==> src/nes_frontend_pkg.sv <==
// shared definitions for the nes front end
// bridge address map, key bitmap positions, timing constants
// vector typedefs and packed structs for settings, pads and video

`default_nettype none

package nes_frontend_pkg;

  //////////////////////////////////////////////////
  // widths and vector types

  localparam int BRIDGE_ADDR_W = 32;
  localparam int BRIDGE_DATA_W = 32;

  typedef logic [BRIDGE_ADDR_W-1:0] bridge_addr_t;
  typedef logic [BRIDGE_DATA_W-1:0] bridge_data_t;
  typedef logic [15:0]              key_bitmap_t;
  // red in the high byte
  typedef logic [23:0]              rgb_t;
  typedef logic [7:0]               aim_coord_t;
  typedef logic [7:0]               aim_speed_t;
  typedef logic [2:0]               palette_sel_t;
  typedef logic [1:0]               edge_mask_t;

  //////////////////////////////////////////////////
  // bridge address map

  localparam bridge_addr_t ADDR_RESET         = 32'h050;
  localparam bridge_addr_t ADDR_HIDE_OVERSCAN = 32'h200;
  localparam bridge_addr_t ADDR_MASK_EDGES    = 32'h204;
  localparam bridge_addr_t ADDR_EXTRA_SPRITES = 32'h208;
  localparam bridge_addr_t ADDR_PALETTE       = 32'h20C;
  localparam bridge_addr_t ADDR_MULTITAP      = 32'h300;
  localparam bridge_addr_t ADDR_LIGHTGUN      = 32'h304;
  localparam bridge_addr_t ADDR_AIM_SPEED     = 32'h308;
  localparam bridge_addr_t ADDR_SWAP          = 32'h30C;

  // core reset hold, shortened for simulation
  localparam int RESET_HOLD_CYCLES = 64;
  localparam int RESET_CNT_W       = $clog2(RESET_HOLD_CYCLES + 1);

  // positions in the incoming key bitmap
  localparam int KEY_UP     = 0;
  localparam int KEY_DOWN   = 1;
  localparam int KEY_LEFT   = 2;
  localparam int KEY_RIGHT  = 3;
  localparam int KEY_A      = 4;
  localparam int KEY_B      = 5;
  localparam int KEY_SELECT = 14;
  localparam int KEY_START  = 15;

  localparam int NUM_PLAYERS = 4;

  // hsync is pushed back so it never lands on the vsync cycle
  localparam int HS_DELAY_CYCLES   = 7;
  localparam int HS_CNT_W          = $clog2(HS_DELAY_CYCLES + 1);
  localparam int SLOT_OVERSCAN_BIT = 13;

  localparam aim_coord_t AIM_CENTER = 8'd128;

  //////////////////////////////////////////////////
  // grouped signals

  typedef struct packed {
    logic         hide_overscan;
    edge_mask_t   mask_vid_edges;
    logic         allow_extra_sprites;
    palette_sel_t selected_palette;
    logic         multitap_enabled;
    logic         lightgun_enabled;
    aim_speed_t   aim_speed;
    logic         swap_controllers;
  } nes_settings_t;

  // nes shift order, a in bit 0
  typedef struct packed {
    logic right;
    logic left;
    logic down;
    logic up;
    logic start;
    logic select;
    logic b;
    logic a;
  } nes_buttons_t;

  typedef struct packed {
    nes_buttons_t port4;
    nes_buttons_t port3;
    nes_buttons_t port2;
    nes_buttons_t port1;
  } nes_ports_t;

  typedef struct packed {
    logic h_blank;
    logic v_blank;
    logic hs;
    logic vs;
    rgb_t rgb;
  } core_video_t;

  typedef struct packed {
    logic de;
    logic hs;
    logic vs;
    rgb_t rgb;
  } scaler_video_t;

  typedef struct packed {
    aim_coord_t x;
    aim_coord_t y;
  } gun_aim_t;

endpackage

`default_nettype wire

==> src/lightgun_aim.sv <==
// crosshair position driven by the player 1 d-pad
// one saturating step per frame at the configured speed

`default_nettype none

module lightgun_aim (
  input  wire                              clk_74a,
  input  wire                              pll_core_locked,
  input  wire                              frame_start,
  input  wire nes_frontend_pkg::nes_buttons_t  pad,
  input  wire nes_frontend_pkg::nes_settings_t settings,
  output nes_frontend_pkg::gun_aim_t       gun_aim
);

  import nes_frontend_pkg::*;

  // one axis step, clamped to 0 and 255
  // opposite directions together cancel
  function automatic aim_coord_t step_axis(
    input aim_coord_t pos,
    input aim_speed_t speed,
    input logic       inc,
    input logic       dec
  );
    logic [8:0] sum;
    aim_coord_t result;

    sum    = {1'b0, pos} + {1'b0, speed};
    result = pos;
    if (inc && !dec) begin
      result = sum[8] ? '1 : sum[7:0];
    end else if (dec && !inc) begin
      result = (pos < speed) ? '0 : pos - speed;
    end
    return result;
  endfunction

  //////////////////////////////////////////////////
  // position registers

  always_ff @(posedge clk_74a or negedge pll_core_locked) begin
    if (!pll_core_locked) begin
      gun_aim.x <= AIM_CENTER;
      gun_aim.y <= AIM_CENTER;
    end else if (frame_start && settings.lightgun_enabled) begin
      // screen y grows downward
      gun_aim.x <= step_axis(gun_aim.x, settings.aim_speed, pad.right, pad.left);
      gun_aim.y <= step_axis(gun_aim.y, settings.aim_speed, pad.down, pad.up);
    end
  end

endmodule

`default_nettype wire

==> src/nes_frontend_top.sv <==
// top level of the nes front end
// settings registers, pad router, lightgun aim, video conditioner

`default_nettype none

module nes_frontend_top (
  input  wire                                 clk_74a,
  input  wire                                 pll_core_locked,

  // bridge writes, no flow control
  input  wire                                 bridge_wr,
  input  wire nes_frontend_pkg::bridge_addr_t bridge_addr,
  input  wire nes_frontend_pkg::bridge_data_t bridge_wr_data,

  // controllers, player 1 at index 0
  input  wire nes_frontend_pkg::key_bitmap_t [nes_frontend_pkg::NUM_PLAYERS-1:0] cont_key,

  // core video, one sample per clock
  input  wire nes_frontend_pkg::core_video_t  core_video,

  output wire nes_frontend_pkg::nes_settings_t settings,
  output wire                                 external_reset,
  output wire nes_frontend_pkg::nes_ports_t   pads,
  output wire nes_frontend_pkg::gun_aim_t     gun_aim,
  output wire nes_frontend_pkg::scaler_video_t scaler_video
);

  //////////////////////////////////////////////////
  // control path

  settings_regs u_settings_regs (
    .clk_74a        (clk_74a),
    .pll_core_locked(pll_core_locked),
    .bridge_wr      (bridge_wr),
    .bridge_addr    (bridge_addr),
    .bridge_wr_data (bridge_wr_data),
    .settings       (settings),
    .external_reset (external_reset)
  );

  pad_router u_pad_router (
    .clk_74a        (clk_74a),
    .pll_core_locked(pll_core_locked),
    .cont_key       (cont_key),
    .settings       (settings),
    .pads           (pads)
  );

  // aim steps on each scaler vsync pulse
  lightgun_aim u_lightgun_aim (
    .clk_74a        (clk_74a),
    .pll_core_locked(pll_core_locked),
    .frame_start    (scaler_video.vs),
    .pad            (pads.port1),
    .settings       (settings),
    .gun_aim        (gun_aim)
  );

  //////////////////////////////////////////////////
  // video path

  video_conditioner u_video_conditioner (
    .clk_74a        (clk_74a),
    .pll_core_locked(pll_core_locked),
    .core_video     (core_video),
    .settings       (settings),
    .scaler_video   (scaler_video)
  );

endmodule

`default_nettype wire

==> src/pad_router.sv <==
// key bitmap to nes button mapping for all players
// port routing for swap, lightgun and multitap options

`default_nettype none

module pad_router (
  input  wire                             clk_74a,
  input  wire                             pll_core_locked,
  input  wire nes_frontend_pkg::key_bitmap_t [nes_frontend_pkg::NUM_PLAYERS-1:0] cont_key,
  input  wire nes_frontend_pkg::nes_settings_t settings,
  output nes_frontend_pkg::nes_ports_t    pads
);

  import nes_frontend_pkg::*;

  nes_buttons_t [NUM_PLAYERS-1:0] mapped;
  nes_ports_t                     routed;

  // per player bitmap extraction
  always_comb begin
    for (int i = 0; i < NUM_PLAYERS; i++) begin
      mapped[i].a      = cont_key[i][KEY_A];
      mapped[i].b      = cont_key[i][KEY_B];
      mapped[i].select = cont_key[i][KEY_SELECT];
      mapped[i].start  = cont_key[i][KEY_START];
      mapped[i].up     = cont_key[i][KEY_UP];
      mapped[i].down   = cont_key[i][KEY_DOWN];
      mapped[i].left   = cont_key[i][KEY_LEFT];
      mapped[i].right  = cont_key[i][KEY_RIGHT];
    end
  end

  //////////////////////////////////////////////////
  // port routing

  always_comb begin
    if (settings.swap_controllers) begin
      routed.port1 = mapped[1];
      routed.port2 = mapped[0];
    end else begin
      routed.port1 = mapped[0];
      routed.port2 = mapped[1];
    end

    // gun sits on port 2
    if (settings.lightgun_enabled) begin
      routed.port2 = '0;
    end

    routed.port3 = settings.multitap_enabled ? mapped[2] : '0;
    routed.port4 = settings.multitap_enabled ? mapped[3] : '0;
  end

  always_ff @(posedge clk_74a or negedge pll_core_locked) begin
    if (!pll_core_locked) begin
      pads <= '0;
    end else begin
      pads <= routed;
    end
  end

endmodule

`default_nettype wire

==> src/settings_regs.sv <==
// option registers loaded by bridge writes
// core reset hold counter started by a write to the reset address

`default_nettype none

module settings_regs (
  input  wire                              clk_74a,
  input  wire                              pll_core_locked,
  input  wire                              bridge_wr,
  input  wire nes_frontend_pkg::bridge_addr_t bridge_addr,
  input  wire nes_frontend_pkg::bridge_data_t bridge_wr_data,
  output nes_frontend_pkg::nes_settings_t  settings,
  output logic                             external_reset
);

  import nes_frontend_pkg::*;

  logic [RESET_CNT_W-1:0] hold_cnt;

  //////////////////////////////////////////////////
  // option registers

  always_ff @(posedge clk_74a or negedge pll_core_locked) begin
    if (!pll_core_locked) begin
      settings <= '0;
    end else if (bridge_wr) begin
      case (bridge_addr)
        ADDR_HIDE_OVERSCAN: begin
          settings.hide_overscan <= bridge_wr_data[0];
        end
        ADDR_MASK_EDGES: begin
          settings.mask_vid_edges <= bridge_wr_data[1:0];
        end
        ADDR_EXTRA_SPRITES: begin
          settings.allow_extra_sprites <= bridge_wr_data[0];
        end
        ADDR_PALETTE: begin
          settings.selected_palette <= bridge_wr_data[2:0];
        end
        ADDR_MULTITAP: begin
          settings.multitap_enabled <= bridge_wr_data[0];
        end
        ADDR_LIGHTGUN: begin
          settings.lightgun_enabled <= bridge_wr_data[0];
        end
        ADDR_AIM_SPEED: begin
          settings.aim_speed <= bridge_wr_data[7:0];
        end
        ADDR_SWAP: begin
          settings.swap_controllers <= bridge_wr_data[0];
        end
        default: begin
          // unmapped address, nothing to store
        end
      endcase
    end
  end

  //////////////////////////////////////////////////
  // reset hold

  // a new reset write restarts the full hold
  always_ff @(posedge clk_74a or negedge pll_core_locked) begin
    if (!pll_core_locked) begin
      hold_cnt <= '0;
    end else if (bridge_wr && bridge_addr == ADDR_RESET) begin
      hold_cnt <= RESET_CNT_W'(RESET_HOLD_CYCLES);
    end else if (hold_cnt != '0) begin
      hold_cnt <= hold_cnt - 1'b1;
    end
  end

  assign external_reset = (hold_cnt != '0);

endmodule

`default_nettype wire

==> src/video_conditioner.sv <==
// scaler timing from core blanking and syncs
// data enable, slot word after each active line
// single cycle vsync and delayed single cycle hsync

`default_nettype none

module video_conditioner (
  input  wire                              clk_74a,
  input  wire                              pll_core_locked,
  input  wire nes_frontend_pkg::core_video_t   core_video,
  input  wire nes_frontend_pkg::nes_settings_t settings,
  output nes_frontend_pkg::scaler_video_t  scaler_video
);

  import nes_frontend_pkg::*;

  logic                de;
  logic                de_prev;
  logic                hs_prev;
  logic                vs_prev;
  logic [HS_CNT_W-1:0] hs_delay;
  rgb_t                slot_word;

  assign de = ~(core_video.h_blank | core_video.v_blank);

  // slot word tells the scaler about overscan
  always_comb begin
    slot_word                    = '0;
    slot_word[SLOT_OVERSCAN_BIT] = settings.hide_overscan;
  end

  //////////////////////////////////////////////////
  // data enable and pixel data

  always_ff @(posedge clk_74a or negedge pll_core_locked) begin
    if (!pll_core_locked) begin
      scaler_video.de  <= 1'b0;
      scaler_video.rgb <= '0;
      de_prev          <= 1'b0;
    end else begin
      scaler_video.de <= de;
      de_prev         <= de;
      if (de) begin
        scaler_video.rgb <= core_video.rgb;
      end else if (de_prev) begin
        // first blank cycle after the line
        scaler_video.rgb <= slot_word;
      end else begin
        scaler_video.rgb <= '0;
      end
    end
  end

  //////////////////////////////////////////////////
  // sync shaping

  always_ff @(posedge clk_74a or negedge pll_core_locked) begin
    if (!pll_core_locked) begin
      scaler_video.hs <= 1'b0;
      scaler_video.vs <= 1'b0;
      hs_prev         <= 1'b0;
      vs_prev         <= 1'b0;
      hs_delay        <= '0;
    end else begin
      hs_prev         <= core_video.hs;
      vs_prev         <= core_video.vs;
      scaler_video.vs <= core_video.vs & ~vs_prev;
      scaler_video.hs <= (hs_delay == HS_CNT_W'(1));

      // rising hs edge arms the delay
      if (core_video.hs && !hs_prev) begin
        hs_delay <= HS_CNT_W'(HS_DELAY_CYCLES);
      end else if (hs_delay != '0) begin
        hs_delay <= hs_delay - 1'b1;
      end
    end
  end

endmodule

`default_nettype wire

==> config.mk <==
export PLATFORM = sky130hd
export DESIGN_NAME = nes_frontend_top
export DESIGN_NICKNAME = d
export VERILOG_FILES = /design/src/nes_frontend_pkg.sv /design/src/lightgun_aim.sv /design/src/nes_frontend_top.sv /design/src/pad_router.sv /design/src/settings_regs.sv /design/src/video_conditioner.sv
export SDC_FILE = /design/constraint.sdc
export NUM_CORES = 1
export LEC_CHECK = 0
export BUFFER_PORTS_ARGS = -buffer_cell sky130_fd_sc_hd__buf_4
export CORE_UTILIZATION = 35
export DETAILED_ROUTE_END_ITERATION = 16
export PLACE_DENSITY = 0.61
export SYNTH_ARGS = -nofsm -noshare
export SYNTH_HDL_FRONTEND = slang
export SYNTH_HIERARCHICAL = 1
export SYNTH_SLANG_ARGS = --single-unit
==> constraint.sdc <==
create_clock -name clk_74a -period 2.97 [get_ports clk_74a]
set_clock_uncertainty 0.05 [all_clocks]
set_input_delay 0.594 -clock clk_74a [delete_from_list [all_inputs] [get_ports clk_74a]]
set_output_delay 0.594 -clock clk_74a [all_outputs]
set_load 0.005 [all_outputs]
==> out/summary.log <==
[die] die outline height 132 um
[place] hpwl dp 12,500 um
[logic_synthesis] synthesized instance count 552
[global_route] GR Overflow Total 0
[global_route] wire length of the first global-routing pass 25,600 um
[logic_synthesis] Primary FF master, synth dfrtp_1
[setup_path] count of cells along the worst register-to-register path 10
[timing] fraction of the cycle the final worst path needs 0.915
[logic_synthesis] fraction of the mapped netlist area in simple logic gates 0.194
[timing] timing-limited maximum frequency 368 MHz
[logic_synthesis] compound-cell area share of the yosys netlist 0.118
[logic_synthesis] share of the yosys chip area belonging to registers 0.448
[setup_path] delay of the slowest cell on the worst path 0.53 ns
[global_route] antenna violations before repair 0
[min_path] hold crit path type in2async
[clock_network] number of H-tree levels 3
[drt] DR DRC count 0
[layout] number of diodes 0
[setup_path] CP cell instances ha_1 -> inv_1 -> fa_1 -> a211oi_2 -> o21ai_1 -> a31oi_1 -> buf_4 -> nor2b_1 -> a31o_1 -> o32a_1
[clock_network] root cell of the clock tree clkbuf_16
[timing] setup total negative slack 0 ns
[drt] vias after detailed routing 4,850
[logic_synthesis] adder-cell area share of the yosys netlist 0.0989
[power_and_ir_drop] PD cells 387 nW/um^2
[die] number of core rows 46
[logic_synthesis] post-synthesis async set-or-reset flop share 1.00
[global_route] vias in the first global route 5,104
[drt] starting DRC count in detailed routing 239
[clock_network] number of CTS-inserted buffers 9
[drt] total iterations of the first detailed-routing run 4
[timing] count of pins over their slew limit 0
[layout] final cell count without fillers 965
[clock_network] clock latency at the later pin of the worst-skew pair 0.36 ns
[setup_path] slowest CP cell dfrtp_1
[die] Ports 253
[logic_synthesis] mean post-synth cell area 10.6 sq um
[timing] smallest hold slack 0.0568 ns
[drt] Antenna Nets Post-Route 0
[drt] average detailed-routed wire length per instance 16.5 um
[setup_path] category of the critical setup timing path reg2reg
[setup_path] Critical R2R Capture u_lightgun_aim/gun_aim[13]$_DFFE_PN0P_
[place] GPL Wtd Cong 0.874
[logic_synthesis] FF+latch count, synth 105
[global_route] largest net degree at the start of global routing 55
[layout] area added between synthesis and finish 33.5%
[timing] transition time at the pin with the least slew margin 0.841 ns
[clock_network] total of hold buffers inserted after clock tree synthesis 0
[global_route] Tot GR Track Use 0.188
[clock_network] CTS resizes 0
[power_and_ir_drop] leakage power total 3.93 nW
[clock_network] CTS sink cnt 105
[setup_path] Req. time, crit path 3.16 ns
[clock_network] Worst-path clk slew 0.08 ns
[setup_path] reg2reg setup slack 0.25 ns
[power_and_ir_drop] post-route total power 3.04 mW
[die] area of the core 16,100 sq um
[die] x dimension of the die 132 um
[timing] remaining max-slew budget at the tightest pin 0.437
[logic_synthesis] number of synthesized flops with an enable pin 0
[layout] count of filler cells inserted in the layout 1,542
[die] die outline area 17,300 sq um
[layout] final net count 947
[die] initial cell density of the core 0.364
[setup_path] category of the worst setup path launch point flip-flop
[run] MaxCap Viol Count 0
[logic_synthesis] dominant combinational cell family by area after synthesis simple AND/OR/NAND/NOR gates
[logic_synthesis] number of warnings reported in the yosys synthesis log 6
[setup_path] signal arrival time at the worst endpoint 2.91 ns
[layout] Seq. cell area 2630 sq um
[setup_path] crit path max fanout 11
[outcome] result of the run finished clean
[clock_network] post-CTS setup buffer count 0
[logic_synthesis] fraction of synthesized area in multiplexers 0.0814
[setup_path] type of element capturing the critical path flip-flop
[layout] final core utilization 0.486
[layout] share of final-layout standard cells stronger than drive strength 1 0.358
[timing] min Tclk post-route 2.72 ns
[timing] Final Hold Viols 0
[drt] wire length after detailed routing 15,900 um
[layout] footprint of the multi-input gates 2970 sq um
[place] number of I/O port buffers 196
[clock_network] buffer depth of the longest clock path 2
[timing] RSZ-0062 raised after global routing no
[logic_synthesis] Distinct cells, synth 75
[clock_network] TritonCTS clock tree yes
[logic_synthesis] nets in the synthesized netlist 755
[power_and_ir_drop] highest ir drop seen on vdd 0.249 mV
[drt] via density per instance 5.03
[logic_synthesis] xor and xnor fraction of the mapped netlist area 0.0134
[timing] Final setup viols 0
[logic_synthesis] netlist area before placement 5870 sq um
[setup_path] R2R Path Start u_settings_regs/settings[1]$_DFFE_PN0P_
[place] number of placed cells counting well taps 949
-- metrics by stage --
step                instance area, sq um  setup slack, ns
floorplan                           5870            0.470
global placement                    7550            0.295
detailed placement                  7550            0.263
CTS                                 7840            0.240
global route                        7840           0.0934
finish                              7840            0.252
-- layout make-up --
cell class | count | share of cell area
Clock buffer | 9 | 0.0287
Clock inverter | 7 | 0.00782
Inverter | 33 | 0.0158
Multi-Input combinational cell | 390 | 0.380
Sequential cell | 105 | 0.336
Tap cell | 216 | 0.0345
Timing Repair Buffer | 205 | 0.198
-- cell families after synthesis --
kind of cell,count (synthesis)
and+or+nand+nor,199
adders and majority gates,44
buffers and inverters,57
DFF,105
xor gates and xnor gates,9
AOI/OAI and AO/OA,96
muxes,42
-- per-layer routing --
layer | GRT usage | vias up | wire length, um
met5 | 0 | - | 0
met4 | 0.0568 | 0 | 223
met3 | 0.0602 | 14 | 1280
met2 | 0.326 | 187 | 7900
met1 | 0.219 | 2325 | 6510
li1 | - | 2324 | -
-- how the worst max path moves through the flow --
stage                                             from                                endpoint
5_1_grt        u_settings_regs/settings[1]$_DFFE_PN0P_  u_lightgun_aim/gun_aim[13]$_DFFE_PN0P_
3_3_place_gp   u_settings_regs/settings[1]$_DFFE_PN0P_  u_lightgun_aim/gun_aim[13]$_DFFE_PN0P_
2_1_floorplan  u_settings_regs/settings[2]$_DFFE_PN0P_  u_lightgun_aim/gun_aim[13]$_DFFE_PN0P_
3_5_place_dp   u_settings_regs/settings[1]$_DFFE_PN0P_  u_lightgun_aim/gun_aim[13]$_DFFE_PN0P_
6_report       u_settings_regs/settings[1]$_DFFE_PN0P_  u_lightgun_aim/gun_aim[13]$_DFFE_PN0P_
4_1_cts        u_settings_regs/settings[1]$_DFFE_PN0P_  u_lightgun_aim/gun_aim[13]$_DFFE_PN0P_
-- power breakdown --
part	internal (mW)	switching, mW	leakage [nW]
combinational	0.203	0.152	2.41
sequential	1.48	0.0244	1.38
clock	0.588	0.592	0.140
total	2.27	0.768	3.93
-- synth_stat cells, types with 8 or more instances --
library cell    n  area, sq um
dfrtp_1       103         2580
and2_1         43          269
nor2_1         43          161
ha_1           40          500
inv_1          33          124
nand2_1        29          109
mux2_2         22          248
a21oi_1        18         90.1
mux2i_1        14          140
nand2b_1       12         75.1
o21ai_0        12         60.1
nor3_1         10         50.1
clkbuf_1        9         33.8
nand4_1         9         56.3
nor2b_1         9         56.3
xnor2_1         8         70.1
-- worst max-delay path, delay by kind of cell (launching register included) --
kind,cells,cell delay (ns)
compound gates,5,1.05
fa+ha+maj,2,0.63
simple gates,1,0.07
buf+inv,2,0.26
flops,1,0.53
-- sequential cells by signal, indices dropped and copies added (netlist names) --
signal and cells:
u_video_conditioner/scaler_video 26, u_pad_router/pads 32, u_lightgun_aim/gun_aim 16, u_video_conditioner/hs_prev 1
u_settings_regs/hold_cnt 7, u_video_conditioner/vs_prev 1, u_settings_regs/settings 18, u_video_conditioner/hs_delay 3
u_video_conditioner/de_prev 1
-- layout by cell type (no fill, tap or decap), types with 3 or more instances in the layout --
| master | instances |
|---|---|
| mux2_2 | 22 |
| a31oi_1 | 7 |
| fa_1 | 4 |
| o32a_1 | 3 |
| nand2_1 | 29 |
| and4_1 | 3 |
| nand3_1 | 6 |
| a21oi_1 | 18 |
| o21ai_1 | 4 |
| o22a_1 | 6 |
| nand2b_1 | 12 |
| nor3b_1 | 3 |
| a211oi_1 | 3 |
| a21o_1 | 5 |
| nor3_1 | 10 |
| dfrtp_1 | 103 |
| mux2_4 | 6 |
| nor2b_1 | 9 |
| inv_1 | 33 |
| o21ai_0 | 12 |
| xnor2_1 | 8 |
| and2_1 | 43 |
| o22ai_1 | 3 |
| ha_1 | 40 |
| clkbuf_16 | 9 |
| nand4_1 | 9 |
| nor2_1 | 43 |
| mux2i_1 | 14 |
| and3_1 | 3 |
| or3_1 | 3 |
| a2111oi_0 | 4 |
| or2_2 | 4 |
| buf_4 | 204 |
| nor4_1 | 7 |
(Power assumes the default switching activity.)
